$ cat config.mk
export PLATFORM = sky130hd
export DESIGN_NAME = wb_exec_slave
export DESIGN_NICKNAME = d
export VERILOG_FILES = /design/src/design/bus_map_pkg.sv /design/src/design/cpu_isa_pkg.sv /design/src/design/wb_exec_slave.sv
export SDC_FILE = /design/constraint.sdc
export NUM_CORES = 1
export LEC_CHECK = 0
export ABC_AREA = 1
export BUFFER_PORTS_ARGS = -buffer_cell sky130_fd_sc_hd__buf_2
export CORE_ASPECT_RATIO = 0.9
export CORE_UTILIZATION = 35
export DETAILED_ROUTE_END_ITERATION = 16
export MAX_ROUTING_LAYER = met4
export PLACE_DENSITY = 0.75
export SLEW_MARGIN = 25
export SYNTH_ARGS = -nofsm -noshare
export SYNTH_HDL_FRONTEND = slang
export SYNTH_SLANG_ARGS = --single-unit
$ cat constraint.sdc
create_clock -name clk -period 2.4 [get_ports clk]
set_input_delay 0.6 -clock clk [delete_from_list [all_inputs] [get_ports clk]]
set_output_delay 0.6 -clock clk [all_outputs]
set_load 0.05 [all_outputs]
$ cat src/design/bus_map_pkg.sv
package bus_map_pkg;

  localparam int WB_DW = 32;  // Bus data width
  localparam int WB_AW = 3;   // Word address width

  // Word addresses of the slave
  localparam logic [WB_AW-1:0] ADDR_INSTR = 3'd0;
  localparam logic [WB_AW-1:0] ADDR_REG0  = 3'd1;
  localparam logic [WB_AW-1:0] ADDR_REG1  = 3'd2;
  localparam logic [WB_AW-1:0] ADDR_REG2  = 3'd3;
  localparam logic [WB_AW-1:0] ADDR_REG3  = 3'd4;
  localparam logic [WB_AW-1:0] ADDR_FLAGS = 3'd5;  // C bit 0, Z bit 1, N bit 2
  localparam logic [WB_AW-1:0] ADDR_OUT   = 3'd6;

endpackage

$ cat src/design/cpu_isa_pkg.sv
package cpu_isa_pkg;

  // Instruction word layout on the bus
  localparam int OPC_LSB = 12;
  localparam int OPC_W   = 4;
  localparam int RA_LSB  = 10;
  localparam int RB_LSB  = 8;
  localparam int REG_AW  = 2;
  localparam int IMM_LSB = 0;

  typedef enum logic [OPC_W-1:0] {
    OPC_MOV       = 4'd1,
    OPC_ADD       = 4'd2,
    OPC_SUB       = 4'd3,
    OPC_AND       = 4'd4,
    OPC_OR        = 4'd5,
    OPC_ROT_CARRY = 4'd6,   // RLC, RRC, SETC, CLRC by ra
    OPC_STACK_IO  = 4'd7,   // PUSH, POP, OUT by ra
    OPC_UNARY     = 4'd8,   // NOT, NEG, INC, DEC by ra
    OPC_LOOP      = 4'd10,
    OPC_CALL_RET  = 4'd11,  // CALL, RET, RTI by ra
    OPC_LDM       = 4'd12,
    OPC_LDD       = 4'd13,
    OPC_STD       = 4'd14
  } opcode_e;

  typedef enum logic [3:0] {
    ALU_NOP  = 4'd0,
    ALU_MOV  = 4'd1,
    ALU_ADD  = 4'd2,
    ALU_SUB  = 4'd3,
    ALU_AND  = 4'd4,
    ALU_OR   = 4'd5,
    ALU_RLC  = 4'd6,
    ALU_RRC  = 4'd7,
    ALU_SETC = 4'd8,
    ALU_CLRC = 4'd9,
    ALU_NOT  = 4'd10,
    ALU_NEG  = 4'd11,
    ALU_INC  = 4'd12,
    ALU_DEC  = 4'd13
  } alu_op_e;

  typedef enum logic [1:0] {
    RES_ALU = 2'd0,
    RES_IMM = 2'd1,
    RES_RB  = 2'd2
  } res_sel_e;

  typedef enum logic {
    DST_RA = 1'b0,
    DST_RB = 1'b1
  } dst_sel_e;

endpackage

$ cat src/design/wb_exec_slave.sv
`timescale 1ns/1ps

module wb_exec_slave #(
  parameter int DATA_W = 8
) (
  input  logic                                clk,
  input  logic                                arst_n,
  input  logic                                cyc,
  input  logic                                stb,
  input  logic                                we,
  input  logic [bus_map_pkg::WB_AW-1:0]       adr,
  input  logic [bus_map_pkg::WB_DW-1:0]       dat_w,
  input  logic [DATA_W-1:0]                   bus_reg_data,
  input  logic [2:0]                          flags,
  input  logic [DATA_W-1:0]                   out_port,
  output logic                                ack,
  output logic [bus_map_pkg::WB_DW-1:0]       dat_r,
  output logic                                instr_valid,
  output cpu_isa_pkg::opcode_e                opcode,
  output logic [cpu_isa_pkg::REG_AW-1:0]      ra,
  output logic [cpu_isa_pkg::REG_AW-1:0]      rb,
  output logic [DATA_W-1:0]                   imm,
  output logic [1:0]                          bus_reg_sel
);

  logic                          req;
  logic                          wr_pend;  // Write ack due next edge
  logic [bus_map_pkg::WB_DW-1:0] rd_word;

  // No new request while an ack is on its way
  assign req = cyc && stb && !ack && !wr_pend;

  assign bus_reg_sel = 2'(adr - bus_map_pkg::ADDR_REG0);

  always_comb begin
    rd_word = '0;
    case (adr)
      bus_map_pkg::ADDR_REG0, bus_map_pkg::ADDR_REG1,
      bus_map_pkg::ADDR_REG2, bus_map_pkg::ADDR_REG3: rd_word[DATA_W-1:0] = bus_reg_data;
      bus_map_pkg::ADDR_FLAGS: rd_word[2:0]        = flags;
      bus_map_pkg::ADDR_OUT:   rd_word[DATA_W-1:0] = out_port;
      default:                 rd_word             = '0;
    endcase
  end

  always_ff @(posedge clk or negedge arst_n) begin
    if (!arst_n) begin
      ack         <= 1'b0;
      wr_pend     <= 1'b0;
      instr_valid <= 1'b0;
    end else begin
      ack         <= wr_pend || (req && !we);  // Reads answer one cycle earlier
      wr_pend     <= req && we;
      instr_valid <= req && we && (adr == bus_map_pkg::ADDR_INSTR);
    end
  end

  always_ff @(posedge clk) begin
    if (req && we && adr == bus_map_pkg::ADDR_INSTR) begin
      opcode <= cpu_isa_pkg::opcode_e'(dat_w[cpu_isa_pkg::OPC_LSB +: cpu_isa_pkg::OPC_W]);
      ra     <= dat_w[cpu_isa_pkg::RA_LSB +: cpu_isa_pkg::REG_AW];
      rb     <= dat_w[cpu_isa_pkg::RB_LSB +: cpu_isa_pkg::REG_AW];
      imm    <= dat_w[cpu_isa_pkg::IMM_LSB +: DATA_W];
    end
    if (req && !we) begin
      dat_r <= rd_word;
    end
  end

  a_ack_in_cycle: assert property (@(posedge clk) disable iff (!arst_n)
    ack |-> cyc && stb)
    else $error("wb_exec_slave: ack outside an active cycle");

endmodule

== Yosys cells after proc, flatten, opt, wreduce, memory -nomap -nowiden ==
Index checks and enable logic that the tools add are counted.
Cells by class
  add/sub/neg operators: 1
  multipliers: 0
  div/mod/pow operators: 0
  order comparisons: 0
  eq/ne operators: 6
  shifts and indexed selects: 0
  mux-type cells: 2
  bitwise gates (word level): 0
  reduce and logical (&&, ||, !) cells: 12
Operator list (number)
  5-bit case mux with 2 select lines: 1
  3-bit equality test (second input constant): 3
  3-bit case mux with 3 select lines: 1
  3-bit by 2-bit equality test with 1-bit output (second input constant): 2
  1-bit logical AND: 6
  4-bit OR reduction: 1
  3-bit by 1-bit equality test with 1-bit output (second input constant): 1
  1-bit logical NOT: 3
  3-bit logical NOT: 1
  2-bit by 1-bit subtractor with 2-bit output (second input constant): 1
  1-bit logical OR: 1
Storage, ports and cells
  flip-flop bits (word level): 27
  latch bits: 0
  memory bits (writable): 0
  memory bits (read-only): 0
  input port bits: 59
  output and inout port bits: 52
  logic and storage cells: 29
  memories: 0

== Longest topological paths before layout ==
  depth after elaboration: 5
  gate-level depth with buffers: 6
  gate-level depth less buffers: 6

== Worst setup path after synthesis ==
No wires, ideal clock.
  path type: input-to-reg
  start point: input port adr[0] (netlist bit)
  end point: register imm[0] (enable)
  setup time: 0.390 ns
  data arrival time: 2.142 ns
  required time: 2.010 ns
  slack: -0.131 ns
  cell stages on the path: 5
  buffers on the path: 0
  path through: inv_1 ha_1 inv_1 or2_1 nor2_1
On the way
  cells in the longest elaborated chain, start to end: 2
RTL lines
  from (decl): line wb_exec_slave.sv:11  | input logic [bus_map_pkg::WB_AW-1:0] adr,
  3-bit logical NOT: line wb_exec_slave.sv:59  | if (req && we && adr == bus_map_pkg::ADDR_INSTR) begin
  1-bit logical AND: line wb_exec_slave.sv:59
  to (signal assigned): line wb_exec_slave.sv:63  | imm <= dat_w[cpu_isa_pkg::IMM_LSB +: DATA_W];
  to (decl): line wb_exec_slave.sv:22  | output logic [DATA_W-1:0] imm,
Every way passes these cells.
A chain may end at the register's enable or synchronous reset.

== Worst setup path in the final report ==
  start point: input port adr[0] (netlist bit)
  end point: output port bus_reg_sel[1]
On the way
  cells in the longest elaborated chain, start to end: 1
RTL lines
  2-bit by 1-bit subtractor with 2-bit output: line wb_exec_slave.sv:33  | assign bus_reg_sel = 2'(adr - bus_map_pkg::ADDR_REG0);
  to (decl): line wb_exec_slave.sv:23  | output logic [1:0] bus_reg_sel
Every way passes these cells.

==> key figures <==
Final layout
  – Diodes inserted: 0
  – Fin util: between 40 and 50%
  – Area growth, synth to finish: 27.8%
  – NumNets Final: around 250
  – Post-Layout Inst Area: approximately 0.0016 mm²
  – Final standard cell count with taps included and fillers excluded: about 230
  – Proportion of layout cells with a drive suffix above 1: a little over two fifths
  – Fillcell total: approximately 320
  – Commonest cells after routing, fill and taps aside: 70 x buf_2, 24 x conb_1, 24 x edfxtp_1
  – Most common cell after layout, fill and taps aside: buf_2

Timing
  – Final sum of negative setup slack: 0 ps
  – Number of endpoints failing setup at the final stage: 0
  – Ratio of final minimum period to clock period: around four fifths
  – Max frequency: 0.512 GHz
  – Setup repair after global routing missed its margin: no
  – Final Hold Slack: 114 ps
  – Number of hold-slack violations in the final timing report: 0
  – Max-slew violation total from the final report: 0
  – Worst Slack Setup Final: roughly 450 ps
  – Final critical path time including I/O delays and setup: 1950 ps
  – Clock Skew: 1.63 ps

Synthesis
  – Share of the yosys chip area belonging to registers: 62.3%
  – Total number of yosys warnings: 0
  – Post-synthesis cell area: 0.00128 mm²
  – Number of instances in the synthesized netlist: 110
  – Average cell area after synthesis: ~12 µm²
  – Number of unique standard cell types used by synthesis: 14
  – Synthesis-stage register bit count: 27

Die
  – Full die area: slightly below 0.004 mm²
  – Area of the core: between 0.003 and 0.004 mm²
  – Cell Rows: 20
  – Initial core utilization: 37.3%
  – Die Y: between 50 and 60 µm
  – I/O Pins: around 110
  – Die width: around 66 µm

Hold path
  – Worst hold path class: in -> async

CTS
  – Clock slew at the register clock pins of the worst setup and hold paths: roughly 80 ps
  – TritonCTS buffer count: 3
  – Hold-fix buffer count after cts: 0
  – Clock root cell: clkbuf_8
  – Number of gates given a new drive strength after cts: 0
  – Sink count of the clock tree: 27
  – CTS tree: built
  – Maximum clock insertion buffer count: 2
  – Number of buffers added for setup after CTS: 0
  – Clock latency on the worst-skew pair: about 260 ps
  – CTS HTree Levels: 1

Run
  – Count of max-cap constraint violations: 0

Placement
  – Placed cell area: around 0.0016 mm²
  – HPWL Detailed: around 1800 µm
  – Placed instance count: roughly 220
  – DP Worst Slack: around 440 ps
  – Buffers on Ports: 70
  – Weighted congestion reported at the end of routability-driven placement: 0.782

Setup path
  – Maximum fanout along the worst path: 3
  – Crit-path slowest cell: ha_1
  – Critical path type: in -> out
  – Critical path data arrival time: between 1000 and 1500 ps
  – Buf+Inv Stages, Crit Path: 4
  – Number of gates on the worst path with buffers counted: 5
  – Cell family with the largest share of critical-path delay: buffers and inverters
  – Delay of the slowest cell on the worst path: 280 ps
  – Type of destination of the critical path: output pin
  – Required time reported for the critical path endpoint: between 1500 and 2000 ps
  – Cell-by-cell trace of the critical path: buf_2 -> inv_1 -> ha_1 -> inv_1 -> buf_2
  – Type of element launching the critical path: input port
  – Worst R2R Path Depth: 4

Pwr
  – Max rail drop VDD: ~220 µV
  – Power density of the placed cells: 594 mW/mm²
  – Reported leakage power: around 0.84 nW
  – Post-route total power: ~970 µW

GRT
  – Vias in the first global route: roughly 750
  – Number of antenna violations at the first check in global routing: 0
  – Pin count of the biggest net entering global routing: 18
  – First-pass GRT wire length: approximately 3300 µm
  – Total routing usage reported by global routing: 11.6%
  – Residual overflow from global routing: 0

Drt
  – Pre-antenna DRT Iters: 6
  – Vias per std cell: between 4 and 5
  – Number of nets with antenna violations after routing: 0
  – Drt first-iter violations: 59
  – Post-Route WL: around 2200 µm
  – Average routed wire per standard cell: approximately 9.7 µm
  – DRC: 0
  – Via count: 916

Status
  – Status: completed
kinds of logic (layout without fill, tap and decap cells):
group / after synthesis / after routing / share of synthesized area [%]
buffers and inverters: 37 / 87 / 18.5
other: 1 / 24 / 0.294
flip-flops: 27 / 27 / 62.3
AND/OR/NAND/NOR: 41 / 41 / 15.0
adder cells (fa/ha/maj): 4 / 4 / 3.92
cells in the mapped netlist:
| cell type | count | area share, % |
|---|---|---|
| dfrtp_1 | 3 | 5.9 |
| or2_1 | 1 | 0.49 |
| nand2_2 | 2 | 0.98 |
| nand3_1 | 14 | 5.5 |
| nor2_4 | 1 | 0.88 |
| buf_6 | 1 | 0.88 |
| nor2_1 | 3 | 0.88 |
| edfxtp_1 | 24 | 56 |
| ha_1 | 4 | 3.9 |
| nand2_1 | 18 | 5.3 |
| conb_1 | 1 | 0.29 |
| nand4_1 | 2 | 0.98 |
| buf_4 | 24 | 14 |
| inv_1 | 12 | 3.5 |
area by class of cell:
| class | count | area (µm²) | area share (%) |
|---|---|---|---|
| Timing Repair Buffer | 71 | 358 | 21.9 |
| Tap cell | 44 | 55.1 | 3.37 |
| Multi-Input combinational cell | 69 | 334 | 20.5 |
| Clock buffer | 4 | 45.0 | 2.76 |
| Sequential cell | 27 | 796 | 48.7 |
| Inverter | 12 | 45.0 | 2.76 |
flip-flops by register name, summed over array words and instances (netlist names):
signal / count
ack: 1
wr_pend: 1
ra: 2
instr_valid: 1
dat_r: 8
imm: 8
rb: 2
opcode: 4
worst reg2reg max path, delay by kind of cell (launching register included):
family                 cells  cell delay [ps]
flip-flops                 1              380
AND/OR/NAND/NOR            3              380
buffers and inverters      1              240
power breakdown:
group / leakage [nW] / switching, mW / internal, mW / total [mW]
Combinational: 0.561 / 0.159 / 0.0441 / 0.203
Sequential: 0.259 / 0.00210 / 0.522 / 0.524
Clock: 0.0228 / 0.124 / 0.118 / 0.243
metal layers:
metal	global-route usage, %	wire, µm	up-vias
li1	-	-	457
met1	13.4	904	394
met2	18.4	986	63
met3	3.08	280	2
met4	6.52	22	0
met5	-	0	-
final timing paths:
kind                                   start                    end  slack [ps]
setup reg to reg               ack$_DFF_PN0_       imm[4]$_DFFE_PP_        1100
max in group asynchronous             arst_n  instr_valid$_DFF_PN0_        2180
min in group clk           wr_pend$_DFF_PN0_          ack$_DFF_PN0_         480
setup / recovery                      adr[0]         bus_reg_sel[1]         450
hold / removal                        arst_n      wr_pend$_DFF_PN0_         110
hold reg to reg            wr_pend$_DFF_PN0_          ack$_DFF_PN0_         480
Note: power is estimated with default switching activity, not from simulation.
